===== src/dm_consts.svh =====
`ifndef DM_CONSTS_SVH
`define DM_CONSTS_SVH

// --------------------------------------------------
// debug module sizing
// --------------------------------------------------
`define DM_NR_HARTS 4
`define DM_DATA_COUNT 2

// debug spec 0.13
`define DM_VERSION 4'd2

// --------------------------------------------------
// DMI register map (7-bit addresses)
// --------------------------------------------------
`define DM_ADDR_DATA0 7'h04
`define DM_ADDR_DMCONTROL 7'h10
`define DM_ADDR_DMSTATUS 7'h11
`define DM_ADDR_ABSTRACTCS 7'h16
`define DM_ADDR_COMMAND 7'h17
`define DM_ADDR_ABSTRACTAUTO 7'h18
`define DM_ADDR_HALTSUM0 7'h40

// DMI request opcodes
`define DM_OP_NOP 2'd0
`define DM_OP_READ 2'd1
`define DM_OP_WRITE 2'd2

// abstract command error codes
`define DM_CMDERR_NONE 3'd0
`define DM_CMDERR_BUSY 3'd1

`endif


===== src/dm_pkg.sv =====
`include "dm_consts.svh"

package dm_pkg;

  // DMI request fields
  typedef logic [6:0] dmi_addr_t;
  typedef logic [1:0] dmi_op_t;

  // register or data word
  typedef logic [31:0] dm_word_t;

  // hart selection and per hart vectors
  typedef logic [9:0] hart_sel_t;
  typedef logic [`DM_NR_HARTS-1:0] hart_vec_t;

  // abstract command state
  typedef logic [2:0] cmderr_t;
  typedef logic [$clog2(`DM_DATA_COUNT)-1:0] data_idx_t;
  typedef logic [`DM_DATA_COUNT*32-1:0] data_bus_t;

  // request decode, stalls while the response queue is full
  typedef enum logic {
    DEC_IDLE,
    DEC_STALL
  } decode_state_e;

endpackage


===== src/dm_resp_fifo.sv =====
`timescale 1ns/1ps

module dm_resp_fifo (
  input  logic             clk_i,
  input  logic             rst_ni,
  input  logic             push_i,
  input  dm_pkg::dm_word_t data_i,
  input  logic             pop_i,
  output dm_pkg::dm_word_t data_o,
  output logic             full_o,
  output logic             empty_o
);

  dm_pkg::dm_word_t mem_q [2];
  logic             wptr_q;
  logic             rptr_q;
  logic [1:0]       count_q;
  logic             do_push;
  logic             do_pop;

  assign full_o  = (count_q == 2'd2);
  assign empty_o = (count_q == 2'd0);

  // push while full and pop while empty are dropped
  assign do_push = push_i & ~full_o;
  assign do_pop  = pop_i & ~empty_o;

  assign data_o = mem_q[rptr_q];

  always_ff @(posedge clk_i or negedge rst_ni) begin
    if (!rst_ni) begin
      wptr_q  <= 1'b0;
      rptr_q  <= 1'b0;
      count_q <= 2'd0;
    end else begin
      if (do_push) begin
        wptr_q <= ~wptr_q;
      end
      if (do_pop) begin
        rptr_q <= ~rptr_q;
      end
      count_q <= count_q + {1'b0, do_push} - {1'b0, do_pop};
    end
  end

  // storage
  always_ff @(posedge clk_i) begin
    if (do_push) begin
      mem_q[wptr_q] <= data_i;
    end
  end

endmodule


===== src/dm_dmi_decode.sv =====
`timescale 1ns/1ps
`include "dm_consts.svh"

module dm_dmi_decode (
  input  logic              clk_i,
  input  logic              rst_ni,
  input  logic              dmi_req_valid_i,
  input  dm_pkg::dmi_addr_t dmi_req_addr_i,
  input  dm_pkg::dmi_op_t   dmi_req_op_i,
  input  dm_pkg::dm_word_t  dmi_req_data_i,
  input  logic              queue_full_i,
  input  dm_pkg::dm_word_t  dmcontrol_i,
  input  dm_pkg::dm_word_t  dmstatus_i,
  input  dm_pkg::dm_word_t  haltsum0_i,
  input  dm_pkg::dm_word_t  abstractcs_i,
  input  dm_pkg::dm_word_t  abstractauto_i,
  input  dm_pkg::data_bus_t data_i,
  output logic              dmi_req_ready_o,
  output logic              wr_dmcontrol_o,
  output logic              wr_abstractcs_o,
  output logic              wr_command_o,
  output logic              wr_abstractauto_o,
  output logic              wr_data_o,
  output logic              rd_data_o,
  output dm_pkg::data_idx_t data_idx_o,
  output dm_pkg::dm_word_t  wdata_o,
  output logic              push_o,
  output dm_pkg::dm_word_t  push_data_o
);

  dm_pkg::decode_state_e state_d, state_q;
  dm_pkg::dmi_addr_t     addr_off;
  dm_pkg::dm_word_t      rdata;
  logic                  accept;
  logic                  is_read;
  logic                  is_write;
  logic                  is_data;

  // one response slot must be free to take a request
  assign dmi_req_ready_o = ~queue_full_i;
  assign accept          = dmi_req_valid_i & dmi_req_ready_o;
  assign is_read         = accept & (dmi_req_op_i == `DM_OP_READ);
  assign is_write        = accept & (dmi_req_op_i == `DM_OP_WRITE);

  // data0 .. dataN-1 window
  assign addr_off   = dmi_req_addr_i - `DM_ADDR_DATA0;
  assign is_data    = (dmi_req_addr_i >= `DM_ADDR_DATA0) && (addr_off < `DM_DATA_COUNT);
  assign data_idx_o = dm_pkg::data_idx_t'(addr_off);
  assign wdata_o    = dmi_req_data_i;

  assign wr_dmcontrol_o    = is_write & (dmi_req_addr_i == `DM_ADDR_DMCONTROL);
  assign wr_abstractcs_o   = is_write & (dmi_req_addr_i == `DM_ADDR_ABSTRACTCS);
  assign wr_command_o      = is_write & (dmi_req_addr_i == `DM_ADDR_COMMAND);
  assign wr_abstractauto_o = is_write & (dmi_req_addr_i == `DM_ADDR_ABSTRACTAUTO);
  assign wr_data_o         = is_write & is_data;
  assign rd_data_o         = is_read & is_data;

  // --------------------------------------------------
  // read mux, command and unmapped addresses read zero
  // --------------------------------------------------
  always_comb begin
    rdata = '0;
    if (is_data) begin
      rdata = data_i[32*data_idx_o +: 32];
    end else begin
      case (dmi_req_addr_i)
        `DM_ADDR_DMCONTROL:    rdata = dmcontrol_i;
        `DM_ADDR_DMSTATUS:     rdata = dmstatus_i;
        `DM_ADDR_ABSTRACTCS:   rdata = abstractcs_i;
        `DM_ADDR_ABSTRACTAUTO: rdata = abstractauto_i;
        `DM_ADDR_HALTSUM0:     rdata = haltsum0_i;
        default:               rdata = '0;
      endcase
    end
  end

  // every accepted request gets exactly one response word
  assign push_o = accept;

  always_comb begin
    case (dmi_req_op_i)
      `DM_OP_READ:              push_data_o = rdata;
      `DM_OP_NOP, `DM_OP_WRITE: push_data_o = '0;
      default:                  push_data_o = '0;
    endcase
  end

  // stall tracking, a request waits on a full queue
  assign state_d = (dmi_req_valid_i && queue_full_i) ? dm_pkg::DEC_STALL : dm_pkg::DEC_IDLE;

  always_ff @(posedge clk_i or negedge rst_ni) begin
    if (!rst_ni) begin
      state_q <= dm_pkg::DEC_IDLE;
    end else begin
      state_q <= state_d;
    end
  end

endmodule


===== src/dm_hart_ctrl.sv =====
`timescale 1ns/1ps
`include "dm_consts.svh"

module dm_hart_ctrl (
  input  logic              clk_i,
  input  logic              rst_ni,
  input  logic              wr_dmcontrol_i,
  input  dm_pkg::dm_word_t  wdata_i,
  input  dm_pkg::hart_vec_t halted_i,
  input  dm_pkg::hart_vec_t unavailable_i,
  input  dm_pkg::hart_vec_t resumeack_i,
  output dm_pkg::dm_word_t  dmcontrol_o,
  output dm_pkg::dm_word_t  dmstatus_o,
  output dm_pkg::dm_word_t  haltsum0_o,
  output dm_pkg::hart_vec_t haltreq_o,
  output dm_pkg::hart_vec_t resumereq_o,
  output logic              clear_resumeack_o,
  output logic              ndmreset_o,
  output logic              dmactive_o
);

  localparam int unsigned HartIdxW = (`DM_NR_HARTS > 1) ? $clog2(`DM_NR_HARTS) : 1;

  logic              dmactive_d, dmactive_q;
  logic              ndmreset_d, ndmreset_q;
  logic              haltreq_d, haltreq_q;
  logic              resumereq_d, resumereq_q;
  dm_pkg::hart_sel_t hartsel_d, hartsel_q;
  dm_pkg::hart_vec_t havereset_d, havereset_q;

  logic [HartIdxW-1:0] hart_idx;
  logic                hart_exists;
  logic                sel_halted;
  logic                sel_unavail;
  logic                sel_resumeack;
  logic                sel_havereset;

  // --------------------------------------------------
  // selected hart
  // --------------------------------------------------
  assign hart_idx      = hartsel_q[HartIdxW-1:0];
  assign hart_exists   = (hartsel_q < dm_pkg::hart_sel_t'(`DM_NR_HARTS));
  assign sel_halted    = hart_exists & halted_i[hart_idx];
  assign sel_unavail   = hart_exists & unavailable_i[hart_idx];
  assign sel_resumeack = hart_exists & resumeack_i[hart_idx];
  assign sel_havereset = hart_exists & havereset_q[hart_idx];

  // hasel, hartreset and ackhavereset always read zero
  assign dmcontrol_o = {haltreq_q, resumereq_q, 4'b0, hartsel_q, 14'b0, ndmreset_q, dmactive_q};

  always_comb begin
    dmstatus_o       = '0;
    dmstatus_o[3:0]  = `DM_VERSION;
    // no authentication
    dmstatus_o[7]    = 1'b1;
    // halted, running and unavailable are exclusive
    dmstatus_o[8]    = sel_halted & ~sel_unavail;
    dmstatus_o[9]    = sel_halted & ~sel_unavail;
    dmstatus_o[10]   = hart_exists & ~sel_halted & ~sel_unavail;
    dmstatus_o[11]   = hart_exists & ~sel_halted & ~sel_unavail;
    dmstatus_o[12]   = sel_unavail;
    dmstatus_o[13]   = sel_unavail;
    dmstatus_o[14]   = ~hart_exists;
    dmstatus_o[15]   = ~hart_exists;
    dmstatus_o[16]   = sel_resumeack;
    dmstatus_o[17]   = sel_resumeack;
    dmstatus_o[18]   = sel_havereset;
    dmstatus_o[19]   = sel_havereset;
  end

  // only the first 32 harts are summarized here
  assign haltsum0_o = (hartsel_q < 10'd32) ? {{(32-`DM_NR_HARTS){1'b0}}, halted_i} : '0;

  // requests go to the selected hart only
  always_comb begin
    haltreq_o   = '0;
    resumereq_o = '0;
    if (hart_exists) begin
      haltreq_o[hart_idx]   = haltreq_q;
      resumereq_o[hart_idx] = resumereq_q;
    end
  end

  assign ndmreset_o = ndmreset_q;
  assign dmactive_o = dmactive_q;

  // --------------------------------------------------
  // dmcontrol update
  // --------------------------------------------------
  always_comb begin
    dmactive_d        = dmactive_q;
    ndmreset_d        = ndmreset_q;
    haltreq_d         = haltreq_q;
    resumereq_d       = resumereq_q;
    hartsel_d         = hartsel_q;
    havereset_d       = havereset_q;
    clear_resumeack_o = 1'b0;
    if (wr_dmcontrol_i) begin
      dmactive_d  = wdata_i[0];
      ndmreset_d  = wdata_i[1];
      hartsel_d   = wdata_i[25:16];
      resumereq_d = wdata_i[30];
      haltreq_d   = wdata_i[31];
      // ackhavereset acts on the hart selected before this write
      if (wdata_i[28] && hart_exists) begin
        havereset_d[hart_idx] = 1'b0;
      end
      if (wdata_i[30] && !resumereq_q) begin
        clear_resumeack_o = 1'b1;
      end
    end
    if (resumereq_q && sel_resumeack) begin
      resumereq_d = 1'b0;
    end
    if (ndmreset_q) begin
      havereset_d = '1;
    end
  end

  always_ff @(posedge clk_i or negedge rst_ni) begin
    if (!rst_ni) begin
      dmactive_q  <= 1'b0;
      ndmreset_q  <= 1'b0;
      haltreq_q   <= 1'b0;
      resumereq_q <= 1'b0;
      hartsel_q   <= '0;
      havereset_q <= '1;
    end else begin
      havereset_q <= havereset_d;
      dmactive_q  <= dmactive_d;
      // inactive module keeps everything else cleared
      if (!dmactive_q) begin
        ndmreset_q  <= 1'b0;
        haltreq_q   <= 1'b0;
        resumereq_q <= 1'b0;
        hartsel_q   <= '0;
      end else begin
        ndmreset_q  <= ndmreset_d;
        haltreq_q   <= haltreq_d;
        resumereq_q <= resumereq_d;
        hartsel_q   <= hartsel_d;
      end
    end
  end

endmodule


===== src/dm_abstract_cmd.sv =====
`timescale 1ns/1ps
`include "dm_consts.svh"

module dm_abstract_cmd (
  input  logic              clk_i,
  input  logic              rst_ni,
  input  logic              dmactive_i,
  input  logic              wr_abstractcs_i,
  input  logic              wr_command_i,
  input  logic              wr_abstractauto_i,
  input  logic              wr_data_i,
  input  logic              rd_data_i,
  input  dm_pkg::data_idx_t data_idx_i,
  input  dm_pkg::dm_word_t  wdata_i,
  input  logic              cmdbusy_i,
  input  logic              cmderror_valid_i,
  input  dm_pkg::cmderr_t   cmderror_i,
  input  dm_pkg::data_bus_t data_i,
  input  logic              data_valid_i,
  output dm_pkg::dm_word_t  abstractcs_o,
  output dm_pkg::dm_word_t  abstractauto_o,
  output dm_pkg::dm_word_t  cmd_o,
  output logic              cmd_valid_o,
  output dm_pkg::data_bus_t data_o
);

  dm_pkg::cmderr_t           cmderr_d, cmderr_q;
  dm_pkg::dm_word_t          command_d, command_q;
  logic                      cmd_valid_d, cmd_valid_q;
  logic [`DM_DATA_COUNT-1:0] autoexec_d, autoexec_q;
  dm_pkg::data_bus_t         data_d, data_q;
  logic                      any_access;

  // accesses that collide with a running command
  assign any_access = wr_abstractcs_i | wr_command_i | wr_abstractauto_i |
                      wr_data_i | rd_data_i;

  // --------------------------------------------------
  // register views
  // --------------------------------------------------
  assign abstractcs_o   = {19'b0, cmdbusy_i, 1'b0, cmderr_q, 4'b0, 4'(`DM_DATA_COUNT)};
  assign abstractauto_o = {{(32-`DM_DATA_COUNT){1'b0}}, autoexec_q};
  assign cmd_o          = command_q;
  assign cmd_valid_o    = cmd_valid_q;
  assign data_o         = data_q;

  always_comb begin
    cmderr_d    = cmderr_q;
    command_d   = command_q;
    cmd_valid_d = 1'b0;
    autoexec_d  = autoexec_q;
    data_d      = data_q;

    if (cmdbusy_i) begin
      // first collision is latched, later ones keep the old code
      if (any_access && cmderr_q == `DM_CMDERR_NONE) begin
        cmderr_d = `DM_CMDERR_BUSY;
      end
    end else begin
      if (wr_command_i) begin
        command_d   = wdata_i;
        cmd_valid_d = 1'b1;
      end
      // cmderr is write-one-to-clear
      if (wr_abstractcs_i) begin
        cmderr_d = cmderr_q & ~wdata_i[10:8];
      end
      if (wr_abstractauto_i) begin
        autoexec_d = wdata_i[`DM_DATA_COUNT-1:0];
      end
      if (wr_data_i) begin
        data_d[32*data_idx_i +: 32] = wdata_i;
      end
      // rerun the last command on a data access
      if (wr_data_i || rd_data_i) begin
        cmd_valid_d = autoexec_q[data_idx_i];
      end
    end

    // hart side has priority
    if (cmderror_valid_i) begin
      cmderr_d = cmderror_i;
    end
    if (data_valid_i) begin
      data_d = data_i;
    end
  end

  always_ff @(posedge clk_i or negedge rst_ni) begin
    if (!rst_ni) begin
      cmderr_q    <= `DM_CMDERR_NONE;
      command_q   <= '0;
      cmd_valid_q <= 1'b0;
      autoexec_q  <= '0;
      data_q      <= '0;
    end else if (!dmactive_i) begin
      cmderr_q    <= `DM_CMDERR_NONE;
      command_q   <= '0;
      cmd_valid_q <= 1'b0;
      autoexec_q  <= '0;
      data_q      <= '0;
    end else begin
      cmderr_q    <= cmderr_d;
      command_q   <= command_d;
      cmd_valid_q <= cmd_valid_d;
      autoexec_q  <= autoexec_d;
      data_q      <= data_d;
    end
  end

endmodule


===== src/dm_csrs.sv =====
`timescale 1ns/1ps

module dm_csrs (
  input  logic              clk_i,
  input  logic              rst_ni,
  // DMI request
  input  logic              dmi_req_valid_i,
  output logic              dmi_req_ready_o,
  input  dm_pkg::dmi_addr_t dmi_req_addr_i,
  input  dm_pkg::dmi_op_t   dmi_req_op_i,
  input  dm_pkg::dm_word_t  dmi_req_data_i,
  // DMI response
  output logic              dmi_resp_valid_o,
  input  logic              dmi_resp_ready_i,
  output dm_pkg::dm_word_t  dmi_resp_data_o,
  // hart status and control
  input  dm_pkg::hart_vec_t halted_i,
  input  dm_pkg::hart_vec_t unavailable_i,
  input  dm_pkg::hart_vec_t resumeack_i,
  output dm_pkg::hart_vec_t haltreq_o,
  output dm_pkg::hart_vec_t resumereq_o,
  output logic              clear_resumeack_o,
  output logic              ndmreset_o,
  output logic              dmactive_o,
  // abstract command
  output logic              cmd_valid_o,
  output dm_pkg::dm_word_t  cmd_o,
  input  logic              cmdbusy_i,
  input  logic              cmderror_valid_i,
  input  dm_pkg::cmderr_t   cmderror_i,
  output dm_pkg::data_bus_t data_o,
  input  dm_pkg::data_bus_t data_i,
  input  logic              data_valid_i
);

  logic              queue_full, queue_empty, push;
  dm_pkg::dm_word_t  push_data, wdata;
  logic              wr_dmcontrol, wr_abstractcs, wr_command, wr_abstractauto;
  logic              wr_data, rd_data;
  dm_pkg::data_idx_t data_idx;
  dm_pkg::dm_word_t  dmcontrol, dmstatus, haltsum0, abstractcs, abstractauto;

  assign dmi_resp_valid_o = ~queue_empty;

  dm_dmi_decode i_decode (
    .clk_i, .rst_ni, .dmi_req_valid_i, .dmi_req_addr_i, .dmi_req_op_i, .dmi_req_data_i,
    .queue_full_i (queue_full), .dmcontrol_i (dmcontrol), .dmstatus_i (dmstatus),
    .haltsum0_i (haltsum0), .abstractcs_i (abstractcs), .abstractauto_i (abstractauto),
    .data_i (data_o), .dmi_req_ready_o, .wr_dmcontrol_o (wr_dmcontrol),
    .wr_abstractcs_o (wr_abstractcs), .wr_command_o (wr_command),
    .wr_abstractauto_o (wr_abstractauto), .wr_data_o (wr_data), .rd_data_o (rd_data),
    .data_idx_o (data_idx), .wdata_o (wdata), .push_o (push), .push_data_o (push_data)
  );

  dm_hart_ctrl i_hart_ctrl (
    .clk_i, .rst_ni, .wr_dmcontrol_i (wr_dmcontrol), .wdata_i (wdata), .halted_i,
    .unavailable_i, .resumeack_i, .dmcontrol_o (dmcontrol), .dmstatus_o (dmstatus),
    .haltsum0_o (haltsum0), .haltreq_o, .resumereq_o, .clear_resumeack_o, .ndmreset_o,
    .dmactive_o
  );

  dm_abstract_cmd i_abstract_cmd (
    .clk_i, .rst_ni, .dmactive_i (dmactive_o), .wr_abstractcs_i (wr_abstractcs),
    .wr_command_i (wr_command), .wr_abstractauto_i (wr_abstractauto), .wr_data_i (wr_data),
    .rd_data_i (rd_data), .data_idx_i (data_idx), .wdata_i (wdata), .cmdbusy_i,
    .cmderror_valid_i, .cmderror_i, .data_i, .data_valid_i, .abstractcs_o (abstractcs),
    .abstractauto_o (abstractauto), .cmd_o, .cmd_valid_o, .data_o
  );

  // response queue, pops are ignored while empty
  dm_resp_fifo i_resp_fifo (
    .clk_i, .rst_ni, .push_i (push), .data_i (push_data), .pop_i (dmi_resp_ready_i),
    .data_o (dmi_resp_data_o), .full_o (queue_full), .empty_o (queue_empty)
  );

endmodule


===== config.mk =====
export PLATFORM = sky130hd
export DESIGN_NAME = dm_csrs
export DESIGN_NICKNAME = d
export VERILOG_FILES = /design/src/dm_pkg.sv /design/src/dm_resp_fifo.sv /design/src/dm_dmi_decode.sv /design/src/dm_hart_ctrl.sv /design/src/dm_abstract_cmd.sv /design/src/dm_csrs.sv
export VERILOG_INCLUDE_DIRS = /design/src /design/src/src
export SDC_FILE = /design/constraint.sdc
export NUM_CORES = 1
export LEC_CHECK = 0
export BUFFER_PORTS_ARGS = -buffer_cell sky130_fd_sc_hd__clkbuf_2
export CAP_MARGIN = 20
export CORE_UTILIZATION = 55
export DETAILED_ROUTE_END_ITERATION = 16
export PLACE_DENSITY = 0.78
export SKIP_LAST_GASP = 1
export SLEW_MARGIN = 20
export SYNTH_ARGS = -nofsm -noshare
export SYNTH_HDL_FRONTEND = slang
export SYNTH_HIERARCHICAL = 1
export SYNTH_SLANG_ARGS = --single-unit

===== constraint.sdc =====
create_clock -name clk_i -period 5.72 [get_ports clk_i]
set_input_delay 1.144 -clock clk_i [delete_from_list [all_inputs] [get_ports clk_i]]
set_output_delay 1.144 -clock clk_i [all_outputs]
set_load 0.02 [all_outputs]

==> results.json <==
{
  "drtPass1Iterations": 8,
  "crit_chain": "buf_4 > nor4b_4 > nand4b_1 > nor2_1 > and2_1 > buf_4 > nand2_1 > nor2_1 > clkbuf_2",
  "design.core.area_sq_mm": 0.0226,
  "grt_pass1_wl_um": 48900,
  "htreeDepth": 4,
  "die_x_um": 154,
  "fin_crit_ns": 4.32,
  "cp_max_fo": 86,
  "cts_resized": 0,
  "drtIter0Drc": 762,
  "ys_seq_area_share_pct": 39.6,
  "drv_cap": 0,
  "cts_root_buffer": "clkbuf_16",
  "layout_common_cells": "266 x clkbuf_2, 136 x nand2_1, 124 x conb_1",
  "die-area_sq_mm": 0.0237,
  "critPathCaptureType": "output port",
  "initial_utilization_pct": 56.1,
  "setup_ws_ns": 1.40,
  "synthTopCellsByArea": "dfrtp_1 24%, edfxtp_1 15%, buf_4 11%",
  "area_growth_pct": 7.18,
  "finalMaxSlewViolations": 0,
  "hold_viol": 0,
  "cts_tree": "yes",
  "yosysTopAreaCell": "dfrtp_1",
  "arrival_ns": 3.17,
  "clk_pin_slew_ns": 0.07,
  "grt_pass1_vias": 8879,
  "post_drt_wl_per_cell_um": 19.1,
  "status": "finished, final reports clean",
  "io_pins": 269,
  "p_clk_share_pct": 31.0,
  "synth_async_sr_flop_share_pct": 66.0,
  "insertion_delay_ns": 0.43,
  "synth_edf_count": 64,
  "max_freq_ghz": 0.232,
  "skew_ns": 0.0133,
  "max_slew_margin_pct": 26.6,
  "cts_setup_buffers": 0,
  "vias": 9239,
  "pwr-share-comb_pct": 24.0,
  "tns_ns": 0,
  "fin_nets": 1476,
  "critPathSlowestCell": "nor4b_4",
  "drive_gt1_share_pct": 39.5,
  "synth_warnings": 6,
  "drt-vias-per-instance": 5.63,
  "place_ws_ns": 1.47,
  "setup_viol": 0,
  "hp-class": "flop to flop",
  "total_power_uw": 3650,
  "p_sw_share_pct": 31.3,
  "power_frac_seq_pct": 45.1,
  "synthCells": 1189,
  "cts.sinks": 188,
  "cp-start-kind": "input port",
  "n_antenna_cell": 0,
  "max-vdd-ir-drop_mv": 0.201,
  "rsz0062_at_grt": "false",
  "chipHeight_um": 154,
  "p_int_uw": 2500,
  "timing.final.crit_share_pct": 75.5,
  "cts_hold_buffers": 0,
  "synth_top_area_share_pct": 23.7,
  "yosysUniqueCellTypes": 63,
  "ys.flop_type": "dfrtp_1",
  "clockBufferDepth": 2,
  "portBuffers": 268,
  "hpwl_um": 22000,
  "avgSynthCellArea_sq_um": 10.7,
  "drt-total-wl_um": 31300,
  "drc_errors": 0,
  "cp_slowest_stage_delay_ns": 0.42,
  "grt_max_degree": 131,
  "cts_made_buffers": 17,
  "final_common_cell": "clkbuf_2",
  "tightest_slew_ns": 1.10,
  "antenna_found_initial": 0,
  "p_leak_uw": 0.00602,
  "power_density_mw_per_mm2": 268,
  "track_usage_pct": 26.6,
  "ant_nets": 0,
  "switchingPower_uw": 1140,
  "routabilityCongestion": 0.942,
  "num_rows": 55,
  "ys_ff_latch": 188,
  "worstPathRequired_ns": 4.58,
  "grt-ovfl-total": 0,
  "synth_area_sq_mm": 0.0127,
  "worstSetupPathType": "input port to output port"
}
## synth_stat cells, types with 5 or more instances
| library cell | count |
|---|---|
| mux2_4 | 59 |
| nor2_1 | 16 |
| buf_6 | 9 |
| edfxtp_1 | 64 |
| mux2_2 | 68 |
| ha_1 | 6 |
| inv_1 | 8 |
| nor2b_1 | 49 |
| buf_2 | 27 |
| a22oi_2 | 40 |
| buf_1 | 10 |
| nor3_2 | 5 |
| a22oi_1 | 24 |
| nand2b_1 | 7 |
| mux2i_1 | 16 |
| dfrtp_1 | 120 |
| or3b_2 | 26 |
| nand4_1 | 5 |
| a311oi_1 | 32 |
| nand2_1 | 136 |
| buf_12 | 6 |
| or3b_1 | 6 |
| and3_1 | 8 |
| buf_4 | 179 |
| clkbuf_1 | 32 |
| a21oi_1 | 97 |
| nand3b_1 | 33 |
| and2_1 | 7 |
| a211oi_1 | 33 |
## power groups by stage
| stage | Combinational [uW] | Clock [uW] | Sequential [uW] |
|---|---|---|---|
| after global routing | 944 | 1200 | 1660 |
| final | 874 | 1130 | 1640 |
| after floorplan | 784 | 0 | 1610 |
| after detailed placement | 884 | 0 | 1680 |
| after global placement | 878 | 0 | 1670 |
| after CTS | 886 | 1150 | 1650 |
## cells by family (layout without fill, tap and decap cells)
kind of cell / Yosys count / in the layout / synth area share (%)
flip-flops: 188 / 188 / 39.6
adder cells (fa/ha/maj): 6 / 6 / 0.591
multiplexers: 149 / 149 / 15.2
buffers and inverters: 276 / 323 / 15.3
XOR/XNOR: 5 / 5 / 0.345
AO/OA/AOI/OAI: 241 / 241 / 14.4
other: 4 / 124 / 0.118
AND/OR/NAND/NOR: 320 / 320 / 14.5
## worst max-delay path, delay by kind of cell
family,cells,cell delay [ns]
buffers and inverters,3,0.84
and+or+nand+nor,6,1.12
## metrics by stage
stage / area (sq um) / util [%] / cells / hold WS (ns)
floorplan: 13100 / - / 1309 / 0.461
global placement: 13100 / 57.7 / 1609 / 0.485
detailed placement: 13100 / 57.7 / 1609 / 0.496
finish: 13600 / 60.1 / 1641 / 0.503
global route: 13600 / 60.1 / 1641 / 0.521
CTS: 13600 / 60.1 / 1641 / 0.511
## metal layers
| layer | vias up | wire, um | GRT usage, % |
|---|---|---|---|
| met5 | - | 0 | 0 |
| met4 | 0 | 658 | 8.29 |
| met3 | 47 | 2170 | 4.76 |
| met2 | 393 | 14200 | 40.8 |
| met1 | 4517 | 14300 | 38.1 |
| li1 | 4282 | - | - |
## cell type report
cell class / instances / area, sq um
clock buffers: 19 / 434
clock inverters: 13 / 106
fillers: 1880 / 9040
inverters: 10 / 38.8
multi-input cells: 845 / 6190
flip-flops and latches: 188 / 5030
well taps: 285 / 357
repair buffers: 281 / 1450
## sequential cells by signal (all words and copies together), names as in the netlist
name and count:
i_abstract_cmd/cmd_valid_o 1, i_hart_ctrl/hartsel_q 10, i_resp_fifo/mem_q 64, i_hart_ctrl/haltreq_q 1, i_resp_fifo/wptr_q 1, i_abstract_cmd/cmd_o 32, i_hart_ctrl/havereset_q 4, i_abstract_cmd/data_o 64
i_hart_ctrl/resumereq_q 1, i_resp_fifo/rptr_q 1, i_abstract_cmd/autoexec_q 2, i_hart_ctrl/ndmreset_o 1, i_abstract_cmd/cmderr_q 3, i_hart_ctrl/dmactive_o 1, i_resp_fifo/count_q 2
## path summary, 6_finish.rpt
path	start	to	slack (ns)	depth (start not counted)
max reg2reg	i_resp_fifo/count_q[1]	i_abstract_cmd/data_o[48]	2.76	7
min	i_resp_fifo/count_q[1]	i_resp_fifo/count_q[1]	0.50	1
max in group asynchronous	rst_ni	i_abstract_cmd/data_o[9]	3.82	2
max	dmi_req_addr_i[0]	clear_resumeack_o	1.40	9
min in group asynchronous	rst_ni	i_abstract_cmd/data_o[34]	0.71	1
min reg2reg	i_resp_fifo/count_q[1]	i_resp_fifo/count_q[1]	0.50	1
No activity file was read; power rests on OpenSTA's default activity.
